==> config.mk <==
export PLATFORM = sky130hd
export DESIGN_NAME = bus_top
export DESIGN_NICKNAME = d
export VERILOG_FILES = /design/src/source/bus_pkg.sv /design/src/source/bus_top.sv /design/src/source/bus_result.sv /design/src/source/bus_execute.sv /design/src/source/addr_decode.sv /design/src/source/shift_add_mul.sv
export SDC_FILE = /design/constraint.sdc
export NUM_CORES = 1
export LEC_CHECK = 0
export BUFFER_PORTS_ARGS = -buffer_cell sky130_fd_sc_hd__buf_2
export CAP_MARGIN = 20
export CORE_MARGIN = 4
export CORE_UTILIZATION = 40
export DETAILED_ROUTE_END_ITERATION = 12
export GPL_TIMING_DRIVEN = 0
export SLEW_MARGIN = 20
export SYNTH_ARGS = -nofsm -noshare
export SYNTH_HDL_FRONTEND = slang
export SYNTH_SLANG_ARGS = --single-unit
==> constraint.sdc <==
create_clock -name clk -period 5.3 [get_ports clk]
set_input_delay 1.06 -clock clk [delete_from_list [all_inputs] [get_ports clk]]
set_output_delay 1.06 -clock clk [all_outputs]
set_load 0.05 [all_outputs]
==> src/source/bus_pkg.sv <==
// bus slave shared definitions
package bus_pkg;

    typedef enum logic {
        READ  = 1'b0,
        WRITE = 1'b1
    } bus_op_e;

    typedef enum logic [1:0] {
        REG_ROM = 2'd0,
        REG_RAM = 2'd1,
        REG_IO  = 2'd2,
        REG_ERR = 2'd3
    } region_e;

    typedef enum logic [1:0] {
        IDLE   = 2'd0,
        CALC   = 2'd1,
        FINISH = 2'd2
    } mul_state_e;

    typedef struct packed {
        bus_op_e    op;
        logic [7:0] addr;
        logic [7:0] wdata;
    } bus_req_t;

    typedef struct packed {
        bus_req_t req;
        region_e  region;
    } dec_req_t;

    typedef struct packed {
        logic [7:0] rdata;
        logic       err;
    } bus_rsp_t;

    // address map
    localparam logic [7:0] RAM_BASE = 8'h40;
    localparam logic [7:0] IO_BASE  = 8'hC0;
    localparam logic [7:0] ERR_ADDR = 8'hFF;

    // multiplier registers in the io window
    localparam logic [7:0] IO_OPA  = 8'hC0;
    localparam logic [7:0] IO_OPB  = 8'hC1;
    localparam logic [7:0] IO_PLO  = 8'hC2;
    localparam logic [7:0] IO_PHI  = 8'hC3;
    localparam logic [7:0] IO_STAT = 8'hC4;

    // fixed rom contents, addr * 5 + 3
    function automatic logic [7:0] rom_word(input logic [7:0] addr);
        return addr * 8'd5 + 8'd3;
    endfunction

endpackage
==> src/source/bus_top.sv <==
// memory-mapped slave top
module bus_top (
    input  logic              clk,
    input  logic              rst_n,
    input  logic              req_valid,
    output logic              req_ready,
    input  bus_pkg::bus_req_t req,
    output logic              rsp_valid,
    input  logic              rsp_ready,
    output bus_pkg::bus_rsp_t rsp
);

    logic              dec_valid;
    logic              dec_ready;
    bus_pkg::dec_req_t dec;
    logic              exe_valid;
    logic              exe_ready;
    bus_pkg::bus_rsp_t exe_rsp;

    addr_decode u_decode (
        .clk       (clk),
        .rst_n     (rst_n),
        .req_valid (req_valid),
        .req_ready (req_ready),
        .req       (req),
        .dec_valid (dec_valid),
        .dec_ready (dec_ready),
        .dec       (dec)
    );

    bus_execute u_execute (
        .clk       (clk),
        .rst_n     (rst_n),
        .dec_valid (dec_valid),
        .dec_ready (dec_ready),
        .dec       (dec),
        .exe_valid (exe_valid),
        .exe_ready (exe_ready),
        .exe_rsp   (exe_rsp)
    );

    bus_result u_result (
        .clk       (clk),
        .rst_n     (rst_n),
        .exe_valid (exe_valid),
        .exe_ready (exe_ready),
        .exe_rsp   (exe_rsp),
        .rsp_valid (rsp_valid),
        .rsp_ready (rsp_ready),
        .rsp       (rsp)
    );

endmodule

==> src/source/bus_result.sv <==
// response register stage
module bus_result (
    input  logic              clk,
    input  logic              rst_n,
    input  logic              exe_valid,
    output logic              exe_ready,
    input  bus_pkg::bus_rsp_t exe_rsp,
    output logic              rsp_valid,
    input  logic              rsp_ready,
    output bus_pkg::bus_rsp_t rsp
);

    logic full;
    logic load;

    // take a new response when empty or draining
    assign exe_ready = !full || rsp_ready;
    assign load      = exe_valid && exe_ready;
    assign rsp_valid = full;

    always_ff @(posedge clk or negedge rst_n) begin
        if (!rst_n) begin
            full <= 1'b0;
        end else if (load) begin
            full <= 1'b1;
        end else if (rsp_ready) begin
            full <= 1'b0;
        end
    end

    always_ff @(posedge clk) begin
        if (load) begin
            rsp <= exe_rsp;
        end
    end

    a_rsp_hold: assert property (@(posedge clk) disable iff (!rst_n)
        rsp_valid && !rsp_ready |=> rsp_valid && $stable(rsp));

endmodule

==> src/source/bus_execute.sv <==
// execute stage
module bus_execute (
    input  logic              clk,
    input  logic              rst_n,
    input  logic              dec_valid,
    output logic              dec_ready,
    input  bus_pkg::dec_req_t dec,
    output logic              exe_valid,
    input  logic              exe_ready,
    output bus_pkg::bus_rsp_t exe_rsp
);

    logic [7:0]  ram [0:127];
    logic [6:0]  ram_idx;
    logic [7:0]  opa_q;
    logic [7:0]  opb_q;
    logic [15:0] prod_q;
    logic [15:0] mul_product;
    logic        busy;
    logic        mul_start;
    logic        mul_done;
    logic        is_wr;
    logic        is_rd;
    logic        opb_wr;
    logic        prod_rd;
    logic        stall;
    logic        accept;

    assign is_wr   = dec.req.op == bus_pkg::WRITE;
    assign is_rd   = dec.req.op == bus_pkg::READ;
    assign opb_wr  = is_wr && (dec.req.addr == bus_pkg::IO_OPB);
    assign prod_rd = is_rd && ((dec.req.addr == bus_pkg::IO_PLO) ||
                               (dec.req.addr == bus_pkg::IO_PHI));

    // hold product reads and restarts until the multiply is done
    assign stall     = busy && (opb_wr || prod_rd);
    assign exe_valid = dec_valid && !stall;
    assign dec_ready = exe_ready && !stall;
    assign accept    = dec_valid && dec_ready;

    assign ram_idx = 7'(dec.req.addr - bus_pkg::RAM_BASE);

    always_ff @(posedge clk) begin
        if (accept && is_wr && (dec.region == bus_pkg::REG_RAM)) begin
            ram[ram_idx] <= dec.req.wdata;
        end
    end

    always_ff @(posedge clk or negedge rst_n) begin
        if (!rst_n) begin
            opa_q     <= 8'h00;
            opb_q     <= 8'h00;
            prod_q    <= 16'h0000;
            busy      <= 1'b0;
            mul_start <= 1'b0;
        end else begin
            mul_start <= accept && opb_wr;
            if (accept && is_wr && (dec.req.addr == bus_pkg::IO_OPA)) begin
                opa_q <= dec.req.wdata;
            end
            if (accept && opb_wr) begin
                opb_q <= dec.req.wdata;
                busy  <= 1'b1;
            end else if (mul_done) begin
                busy <= 1'b0;
            end
            if (mul_done) begin
                prod_q <= mul_product;
            end
        end
    end

    // response data, writes answer with zero
    always_comb begin
        exe_rsp = '0;
        case (dec.region)
            bus_pkg::REG_ROM: begin
                if (is_wr) begin
                    exe_rsp.err = 1'b1;
                end else begin
                    exe_rsp.rdata = bus_pkg::rom_word(dec.req.addr);
                end
            end
            bus_pkg::REG_RAM: begin
                if (is_rd) begin
                    exe_rsp.rdata = ram[ram_idx];
                end
            end
            bus_pkg::REG_IO: begin
                if (is_rd) begin
                    case (dec.req.addr)
                        bus_pkg::IO_PLO:  exe_rsp.rdata = prod_q[7:0];
                        bus_pkg::IO_PHI:  exe_rsp.rdata = prod_q[15:8];
                        bus_pkg::IO_STAT: exe_rsp.rdata = {7'd0, busy};
                        default:          exe_rsp.rdata = 8'h00;
                    endcase
                end
            end
            default: begin
                exe_rsp.err = 1'b1;
            end
        endcase
    end

    shift_add_mul u_mul (
        .clk          (clk),
        .rst_n        (rst_n),
        .start        (mul_start),
        .multiplicand (opa_q),
        .multiplier   (opb_q),
        .product      (mul_product),
        .done         (mul_done)
    );

    // done only ever closes a multiply this stage started
    a_done_busy: assert property (@(posedge clk) disable iff (!rst_n)
        mul_done |-> busy);

endmodule

==> src/source/addr_decode.sv <==
// address decode stage
module addr_decode (
    input  logic              clk,
    input  logic              rst_n,
    input  logic              req_valid,
    output logic              req_ready,
    input  bus_pkg::bus_req_t req,
    output logic              dec_valid,
    input  logic              dec_ready,
    output bus_pkg::dec_req_t dec
);

    logic             rom_sel;
    logic             ram_sel;
    logic             io_sel;
    logic             err_sel;
    bus_pkg::region_e region;
    logic             full;
    logic             accept;

    // parallel range checks, one of them is always set
    always_comb begin
        rom_sel = req.addr < bus_pkg::RAM_BASE;
        ram_sel = (req.addr >= bus_pkg::RAM_BASE) && (req.addr < bus_pkg::IO_BASE);
        io_sel  = (req.addr >= bus_pkg::IO_BASE) && (req.addr < bus_pkg::ERR_ADDR);
        err_sel = req.addr == bus_pkg::ERR_ADDR;
        case (1'b1)
            rom_sel: region = bus_pkg::REG_ROM;
            ram_sel: region = bus_pkg::REG_RAM;
            io_sel:  region = bus_pkg::REG_IO;
            err_sel: region = bus_pkg::REG_ERR;
            default: region = bus_pkg::REG_ERR;
        endcase
    end

    // one-entry stage, refills while draining
    assign req_ready = !full || dec_ready;
    assign accept    = req_valid && req_ready;
    assign dec_valid = full;

    always_ff @(posedge clk or negedge rst_n) begin
        if (!rst_n) begin
            full <= 1'b0;
        end else if (accept) begin
            full <= 1'b1;
        end else if (dec_ready) begin
            full <= 1'b0;
        end
    end

    always_ff @(posedge clk) begin
        if (accept) begin
            dec.req    <= req;
            dec.region <= region;
        end
    end

    // downstream sees a stable request until it takes it
    a_dec_hold: assert property (@(posedge clk) disable iff (!rst_n)
        dec_valid && !dec_ready |=> dec_valid && $stable(dec));

endmodule

==> src/source/shift_add_mul.sv <==
// sequential shift-add multiplier
module shift_add_mul (
    input  logic        clk,
    input  logic        rst_n,
    input  logic        start,
    input  logic [7:0]  multiplicand,
    input  logic [7:0]  multiplier,
    output logic [15:0] product,
    output logic        done
);

    bus_pkg::mul_state_e state;
    bus_pkg::mul_state_e next_state;
    logic [15:0]         mcand_q;
    logic [7:0]          mplier_q;
    logic [15:0]         acc_q;
    logic [3:0]          bit_cnt;

    always_comb begin
        case (state)
            bus_pkg::IDLE:   next_state = start ? bus_pkg::CALC : bus_pkg::IDLE;
            bus_pkg::CALC:   next_state = (bit_cnt == 4'd7) ? bus_pkg::FINISH : bus_pkg::CALC;
            bus_pkg::FINISH: next_state = bus_pkg::IDLE;
            default:         next_state = bus_pkg::IDLE;
        endcase
    end

    always_ff @(posedge clk or negedge rst_n) begin
        if (!rst_n) begin
            state   <= bus_pkg::IDLE;
            bit_cnt <= 4'd0;
            done    <= 1'b0;
        end else begin
            state <= next_state;
            done  <= state == bus_pkg::FINISH;
            if (state == bus_pkg::IDLE) begin
                bit_cnt <= 4'd0;
            end else if (state == bus_pkg::CALC) begin
                bit_cnt <= bit_cnt + 4'd1;
            end
        end
    end

    // datapath
    always_ff @(posedge clk) begin
        case (state)
            bus_pkg::IDLE: begin
                if (start) begin
                    mcand_q  <= {8'h00, multiplicand};
                    mplier_q <= multiplier;
                    acc_q    <= 16'h0000;
                end
            end
            bus_pkg::CALC: begin
                if (mplier_q[0]) begin
                    acc_q <= acc_q + mcand_q;
                end
                mplier_q <= mplier_q >> 1;
                mcand_q  <= mcand_q << 1;
            end
            bus_pkg::FINISH: begin
                product <= acc_q;
            end
            default: begin
                acc_q <= acc_q;
            end
        endcase
    end

    a_start_idle: assert property (@(posedge clk) disable iff (!rst_n)
        start |-> state == bus_pkg::IDLE);

endmodule

Yosys cells after proc, flatten, opt, wreduce, memory -nomap -nowiden
Memory sizes are Yosys's and may differ from the RTL's.
Cells that the tools add are included.

storage, ports and cells
  register bits after elaboration = 127
  bits in latches = 0
  bits in writable memories = 1024
  ROM bits = 0
  logic and storage cells = 105
  memories kept = 1

operators by class
  $add $sub $neg = 4
  $mul = 1
  div/mod/pow operators = 0
  $lt $le $gt $ge = 5
  eq/ne operators = 12
  shifts and indexed selects = 0
  multiplexer cells = 29
  bitwise gates (word level) = 1
  reduce and logical (&&, ||, !) cells = 31

memories
  memory         depth  bits a word  read ports  clocked after Yosys merged registers in  wr ports  RTL line           RTL
  u_execute.ram  128    8            1           0                                        1         bus_execute.sv:13  logic [7:0] ram [0:127];

operators with widths
  kind                 count
  $pmux 16 s2          2
  $mux 16              3
  $pmux 8 s3           2
  $eq 8x8->1 const B   5
  $mux 8               4
  $add 16x16->16       1
  $lt 8x8->1 const B   2
  $pmux 8 s2           1
  $logic_and 1x1->1    14
  $mux 1               12
  $add 8x2->8 const B  1
  $ge 8x7->1 const B   1
  $ge 8x8->1 const B   1
  $lt 8x7->1 const B   1
  $mul 8x3->8 const B  1
  $mux 4               2
  $reduce_bool 2->1    4
  $sub 7x7->7 const B  1
  $add 4x1->4 const B  1
  $eq 2x1->1 const B   2
  $eq 2x2->1 const B   2
  $eq 4x3->1 const B   1
  $logic_not 2->1      2
  $logic_or 1x1->1     4
  10 further kinds     13

Logic depth before layout (Yosys ltp)
Gate-level depths: netlist of run 1.

  word-level depth = 12
  mapped depth = 16
  depth with buffers taken out = 10

Modules after synthesis
A second synthesis of run 1 with hierarchy kept.

second synthesis, totals
  cell total of the unflattened synthesis = 2570
  area, all modules = 45577.5 µm²

by module, submodules not included
  module         times used  cells an instance  area each (µm²)
  bus_execute    1           2265               41512.3
  shift_add_mul  1           260                3046.7
  addr_decode    1           32                 694.4
  bus_result     1           13                 324.1

Worst setup path before layout of run 1
No wires, ideal clock.

  path type = register to output
  start point = reg, netlist name u_decode.dec[10]
  end point = out req_ready
  data arrival time = 3411 ps
  data required time = 4240 ps
  path slack = 829 ps
  stages on the path, launching flop included = 14
  buffers on the path = 7
  cell sequence = edfxtp_1 > buf_6 > buf_12 > buf_8 > buf_4 > inv_1 > buf_2 > buf_1 > ha_1 > clkbuf_1 > nor2_1 > o21ai_0 > and3_1 > o21ai_0

on the way
  cells in the longest elaborated chain, start to end = 8
  elaborated cells between the ends (all ways) = 11

ends and longest elaborated chain
  item                                  RTL line                              RTL
  $eq 8x8->1, on equally long branches  bus_execute.sv:32, bus_execute.sv:33
  $logic_or 1x1->1                      bus_execute.sv:32                     assign prod_rd = is_rd && ((dec.req.addr == bus_pkg::IO_PLO) ||
  $logic_and 1x1->1                     bus_execute.sv:32
  $logic_or 1x1->1 *                    bus_execute.sv:36                     assign stall = busy && (opb_wr || prod_rd);
  $logic_and 1x1->1 *                   bus_execute.sv:36
  $logic_not 1->1 *                     bus_execute.sv:38                     assign dec_ready = exe_ready && !stall;
  $logic_and 1x1->1 *                   bus_execute.sv:38
  $logic_or 1x1->1 *                    addr_decode.sv:37                     assign req_ready = !full || dec_ready;
  to (decl)                             bus_top.sv:6                          output logic req_ready,

Mark *: on every way between the ends. The rest lies on a longest branch, timed or not.

==> metrics.cfg, run 1 <==
[sta]
layout_min_cycle_time_ns = 5.593
hold_viol_final = 0
worst_slack_ns = -0.2932
setup_viol = 394
rsz0062_at_grt = true
fmax_mhz = 178.8
final.setup_skew_ns = 0.03517
slew_headroom = 0.1357
finalCritPeriodShare = 1.055
worst_pin_slew_ns = 1.296
maxSlewViolCount = 0

[yosys]
ys_ff_latch = 1151
yosys_warnings = 0
synth.distinct_cells = 75
synth_top_area_frac = 0.7212
synth.area.top_cells = edfxtp_1 72%, mux4_2 6.3%, dfrtp_1 2.3%
ys.flop_type = edfxtp_1
synth_cells = 2601
yosysTopAreaCell = edfxtp_1
ys_seq_area_frac = 0.7445
async_flop_share = 0.03736
syn-num-nets = 2660
synth_edf_count = 1108
syn_area_sq_um = 46130
syn_avg_cell_area_sq_um = 17.74

[global_route]
grt-ovfl-total = 0
antenna_found_initial = 6
grt_max_degree = 44
first_global_vias = 27290
grt_usage = 0.2732
grt_pass1_wl_um = 226900

[power_and_ir_drop]
p_leak_nw = 17.43
vdd_drop_max_mv = 0.2819
power_density_nw_per_um2 = 368.2

[setup_path]
start_kind = flop
worst_ep_required_time_ns = 5.67
crit_fanout = 10
worstSetupPathType = flop to flop
worstSetupEndpointType = flop
cp.arrival_ns = 5.96

[finish]
fin_area_sq_um = 53590
final_util = 0.4687
layout.nets = 2866
area_delta_synth_final_pct = 16.16
drive_above_1_share = 0.2467
fillers = 9613

[die]
die_w_um = 347.6
die-area_sq_um = 120800
initial_core_util = 0.4035
dieHeight_um = 347.6
core_sq_um = 114300
num_rows = 124
boundaryPins = 32

[worst_hold_path]
hold_class = input pin to async pin

[placement]
gp_congestion = 1.052
placed_cell_area_sq_um = 49270
port_buffers = 31
dp_hpwl_um = 113700

[clock_network]
root_buffer = clkbuf_16
clock_path_buffers = 3
cts_sinks = 1151
cts_made_buffers = 115
htreeDepth = 3
cts_tree = done
clkLatencyLatePin_ns = 0.72
cts.clk_slew.worst_paths_ns = 0.06

[route]
first_pass_iters = 6
wl_per_cell_um = 38.15
drc = 0
wl_um = 168500
viasPerCell = 6.388
ant_nets = 0
drt_iter0_drc = 4943
num_vias = 28220

[job]
drv_cap = 0

[outcome]
status = complete, but fails checks
violations = negative setup slack

-- synthesized netlist by cell type, types with 20 or more instances --
library cell	n
a22o_1	23
buf_4	23
edfxtp_1	1108
mux2_2	92
clkbuf_1	70
o22ai_1	28
mux2i_1	102
a221o_1	21
a221oi_1	58
a21oi_1	69
and2_1	20
buf_2	52
nor2b_1	21
ha_1	36
a22oi_1	47
mux4_2	130
nand2_1	134
nor2_1	199
dfrtp_1	43
nand3_1	28
o21ai_0	51
-- cell families (layout without fill, tap and decap cells) --
family	after synthesis	in the layout	share of synthesized area
compound gates	418	418	0.06580
flops	1151	1151	0.7445
other cells	0	4	0
fa+ha+maj	38	38	0.01063
buf+inv	179	480	0.01926
mux	329	329	0.1109
xor+xnor	23	23	0.004367
simple gates	463	463	0.04453
-- worst max-delay path: stages, from the launching register on --
cell and delay, ns:
edfxtp_1 0.52, buf_4 0.24, buf_4 0.32, buf_4 0.48, buf_2 0.60, buf_2 0.65, mux2i_1 0.48, o22ai_1 0.15
o21bai_1 0.40, o221ai_1 0.30, nor4_2 0.70, a41oi_1 0.36
-- metal layers --
layer	part of all wire	up-vias	track usage
li1	-	10910	-
met1	0.36	14470	0.3559
met2	0.42	2264	0.3929
met3	0.15	561	0.1079
met4	0.067	8	0.1492
met5	0.00027	-	0
-- final timing paths --
kind / cells past startpoint / slack, ns / startpoint / to
min in group clk: 0 / 0.47 / u_execute.u_mul.acc_q[2] / u_execute.u_mul.product[2]
min: 1 / 0.36 / rst_n / u_execute.opb_q[2]
max in group asynchronous: 1 / 4.55 / rst_n / u_execute.prod_q[14]
min reg2reg: 0 / 0.47 / u_execute.u_mul.acc_q[2] / u_execute.u_mul.product[2]
max: 11 / -0.29 / u_decode.dec[11] / u_result.rsp[1]
max reg2reg: 11 / -0.29 / u_decode.dec[11] / u_result.rsp[1]
-- flip-flops by register name (all words and copies together), names as in the netlist, 9 cells and up --
name	flops
u_execute.prod_q	16
u_execute.u_mul.mcand_q	16
u_execute.u_mul.acc_q	16
u_execute.u_mul.product	16
u_result.rsp	9
u_execute.ram	1024
u_decode.dec	19
-- layout by cell type, fill, tap and decap left out, drive strengths merged, types with 5 or more instances in the layout --
cell type,instances
a221o,21
clkbuf,214
inv,15
nand2,134
and3,8
mux2i,102
a21oi,69
buf,181
clkinvlp,6
a211oi,15
a222oi,5
o221ai,12
and2,20
ha,36
o2bb2ai,15
nor3,8
nand2b,11
edfxtp,1108
nand3,28
clkinv,57
xor2,9
o22a,5
mux2,92
a22o,23
a221oi,58
a22oi,47
xnor2,14
bufinv,7
o22ai,28
nor2,200
o21bai,7
a21o,9
o21ai,51
nor2b,21
nand4,7
o211ai,5
a31oi,15
mux4,135
dfrtp,43
-- report_power, final --
part | internal (mW) | switching, mW
combinational | 0.501 | 1.25
sequential | 10.0 | 0.0416
clock | 4.39 | 3.50
total | 14.9 | 4.80
-- metrics by stage --
| step | hold WS (ns) | total power, mW | setup WS, ns | TNS, ns | instances |
|---|---|---|---|---|---|
| after floorplan | 0.4307 | 11.06 | 0.8290 | 0 | 2601 |
| after global placement | 0.4547 | 11.83 | -1.994 | -1473.19 | 4144 |
| after detailed placement | 0.4601 | 11.91 | -1.915 | -1348.12 | 4203 |
| after CTS | 0.4737 | 19.65 | -0.1321 | -0.1321 | 4413 |
| after global routing | 0.3972 | 20.13 | -0.09192 | -4.268 | 4414 |
| final | 0.3570 | 19.73 | -0.2932 | -42.71 | 4418 |
-- timing repair --
item                                     CTS  global route
setup buffers                              2             0
endpoints found under the setup margin  1050           597
pin swaps                                  2             0
gates resized for setup                  183            19
hold buffers                               0             0
-- layout make-up --
type / instances / area [sq um] / area share
well taps: 1512 / 1892 / 0.03530
clock inverters: 70 / 541.8 / 0.01011
multi-input cells: 1271 / 11570 / 0.2160
inverters: 15 / 62.56 / 0.001167
flip-flops and latches: 1151 / 34350 / 0.6410
clock buffers: 142 / 3040 / 0.05674
repair buffers: 93 / 1229 / 0.02293
diodes: 4 / 10.01 / 0.0001868
plain buffers: 160 / 890.9 / 0.01662
Note: power is estimated with default switching activity, not from simulation.
==> inputs of run 2 (changes only) <==
PLACE_DENSITY = 0.62   (was unset)
==> run 2 against run 1 <==
Compared with the run above:
- the flow still finishes with violations (negative setup slack)
- worst setup slack improved by 0.057 ns
- wire length rose by 1.5%
- count of clock-buffer cells in the layout fell by 8
- sequential share of layout area rose by 0.22 points
- core utilization fell by 0.16 points
- cell count barely moved
- largest cell class unchanged
==> metrics.cfg, run 2 (synthesis gave the netlist of run 1 again) <==
[finish]
largest_reg_flops = 1024
reg_top3 = u_execute.ram: 1024 flops, u_decode.dec: 19 flops
regMostFlops = u_execute.ram
drive_above_1_share = 0.2465
layout_common_cells = 1108 x edfxtp_1, 130 x mux4_2, 129 x nand2_1
area_delta_synth_final_pct = 15.75
layout.nets = 2865
multi_input_area_sq_um = 11340
fillers = 9597
regArea_sq_um = 34350
final_cells = 4419
final_common_cell = edfxtp_1

[clock_network]
ctsHoldBuffers = 0
cts_made_buffers = 114
htreeDepth = 3
cts_sinks = 1151
clkLatencyLatePin_ns = 0.73
cts.clk_slew.worst_paths_ns = 0.06
clock_path_buffers = 3
root_buffer = clkbuf_16
cts_tree = done

[sta]
setup_viol = 343
fmax_mhz = 180.6
worst_slack_ns = -0.2364
layout_min_cycle_time_ns = 5.536
slew_headroom = 0.1548
maxSlewViolCount = 0
finalCritPeriodShare = 1.045
rsz0062_at_grt = true
holdWs_ns = 0.4577
final.setup_skew_ns = 0.03354
worst_pin_slew_ns = 1.268
hold_viol_final = 0

[power_and_ir_drop]
pwr-share-comb = 0.087
power_density_nw_per_um2 = 372.7
p_sw_frac = 0.2428
internal_power_mw = 15.07
p_sw_mw = 4.832
p_seq_frac = 0.507
p_leak_nw = 17.43
power.share.clock = 0.406
vdd_drop_max_mv = 0.2982

[route]
m1WireLength_um = 63870
wl_um = 171000
ant_nets = 0
drt_iter0_drc = 4601
wl_per_cell_um = 38.70
routed.top_layer = met5
num_vias = 28250
viasPerCell = 6.392
route.met2.wl_um = 75290
drc = 0
wl_met3_um = 21470
first_pass_iters = 6

[setup_path]
crit_chain = buf_4 > buf_4 > buf_2 > nor2_2 > buf_6 > clkbuf_1 > a221oi_1 > o22ai_1 > a221oi_1 > o2111ai_1 > nor4_2 > o21ai_0
cp_slowest_cell = nor4_2
worstSetupEndpointType = flop
worst_ep_required_time_ns = 5.70
worstSetupPathType = flop to flop
crit_fanout = 10
max_stage_delay_ns = 0.69
cp.arrival_ns = 5.93
start_kind = flop

[outcome]
violations = negative setup slack
status = complete, but fails checks

[worst_hold_path]
hold_class = flop to flop

[global_route]
grt_max_degree = 44
first_global_vias = 27230
grt_pass1_wl_um = 230500
grt-ovfl-total = 0
antenna_found_initial = 14
grt_usage = 0.2785

[die]
core_sq_um = 114300
die_w_um = 347.6
initial_core_util = 0.4035
dieHeight_um = 347.6
boundaryPins = 32
num_rows = 124
die-area_sq_um = 120800

[placement]
dp_hpwl_um = 116200
placed_cells = 4197
port_buffers = 31
gp_congestion = 1.028

[job]
drv_cap = 0

[run 2: changes by cell type in the layout (fill, tap and decap cells not counted), moves of 3 or more]
| cell | delta |
|---|---|
| nor2_4 | -41 |
| nor2_2 | +29 |
| buf_16 | -5 |
| clkbuf_1 | -8 |
| bufinv_16 | +3 |
| clkinvlp_4 | +5 |
| buf_6 | +5 |
| clkinv_2 | -4 |
| nor2_1 | +12 |
| buf_2 | +3 |
[run 2: final cells by class]
class / instances / share of cell area
Antenna cell: 6 / 0.0002812
Buffer: 161 / 0.01699
Clock buffer: 134 / 0.05616
Clock inverter: 77 / 0.01371
Inverter: 15 / 0.001218
Multi-Input combinational cell: 1271 / 0.2124
Sequential cell: 1151 / 0.6432
Tap cell: 1512 / 0.03543
Timing Repair Buffer: 92 / 0.02066
[run 2: routing by layer]
metal / vias up / global-route usage
met5: - / 0
met4: 2 / 0.1430
met3: 473 / 0.08325
met2: 2151 / 0.4161
met1: 14680 / 0.3708
li1: 10940 / -
[run 2: final timing paths]
path	slack, ns	cells past startpoint	end	from
worst max-delay path	-0.24	12	u_result.rsp[8]	u_decode.dec[11]
worst min-delay path	0.46	0	u_execute.u_mul.product[14]	u_execute.u_mul.acc_q[14]
worst max register to register	-0.24	12	u_result.rsp[8]	u_decode.dec[11]
worst min register to register	0.46	0	u_execute.u_mul.product[14]	u_execute.u_mul.acc_q[14]
max in group asynchronous	4.19	1	u_execute.prod_q[14]	rst_n
min in group asynchronous	0.51	1	u_execute.opa_q[4]	rst_n
[run 2: critical path, delay by kind of cell, from the launching register on]
family | cells | cell delay [ns]
AO/OA/AOI/OAI | 5 | 1.79
AND/OR/NAND/NOR | 2 | 0.99
buffers and inverters | 5 | 1.89
flip-flops | 1 | 0.50
[run 2: power groups by stage]
stage / registers [mW] / logic (mW) / clock network (mW)
floorplan: 10.4 / 0.690 / 0
global placement: 10.5 / 1.40 / 0
detailed placement: 10.3 / 1.64 / 0
CTS: 10.1 / 1.67 / 8.14
global route: 10.1 / 1.74 / 8.52
finish: 10.1 / 1.74 / 8.08
[run 2: stage by stage]
step | setup WS, ns | utilization | power (mW) | area (sq um) | setup TNS, ns
after floorplan | 0.8290 | - | 11.06 | 46130 | 0
after global placement | -1.824 | 0.4214 | 11.85 | 48180 | -1373.21
after detailed placement | -1.578 | 0.4296 | 11.92 | 49120 | -1089.82
after CTS | 0.02402 | 0.4665 | 19.89 | 53350 | 0
after global routing | -0.05587 | 0.4669 | 20.35 | 53390 | -3.013
final | -0.2364 | 0.4670 | 19.91 | 53400 | -24.51
[run 2: what timing repair did]
item                                    in CTS  in global routing
endpoints found under the setup margin    1030                408
setup buffers                                7                  0
pin swaps                                    6                  0
resized for setup                          145                  8
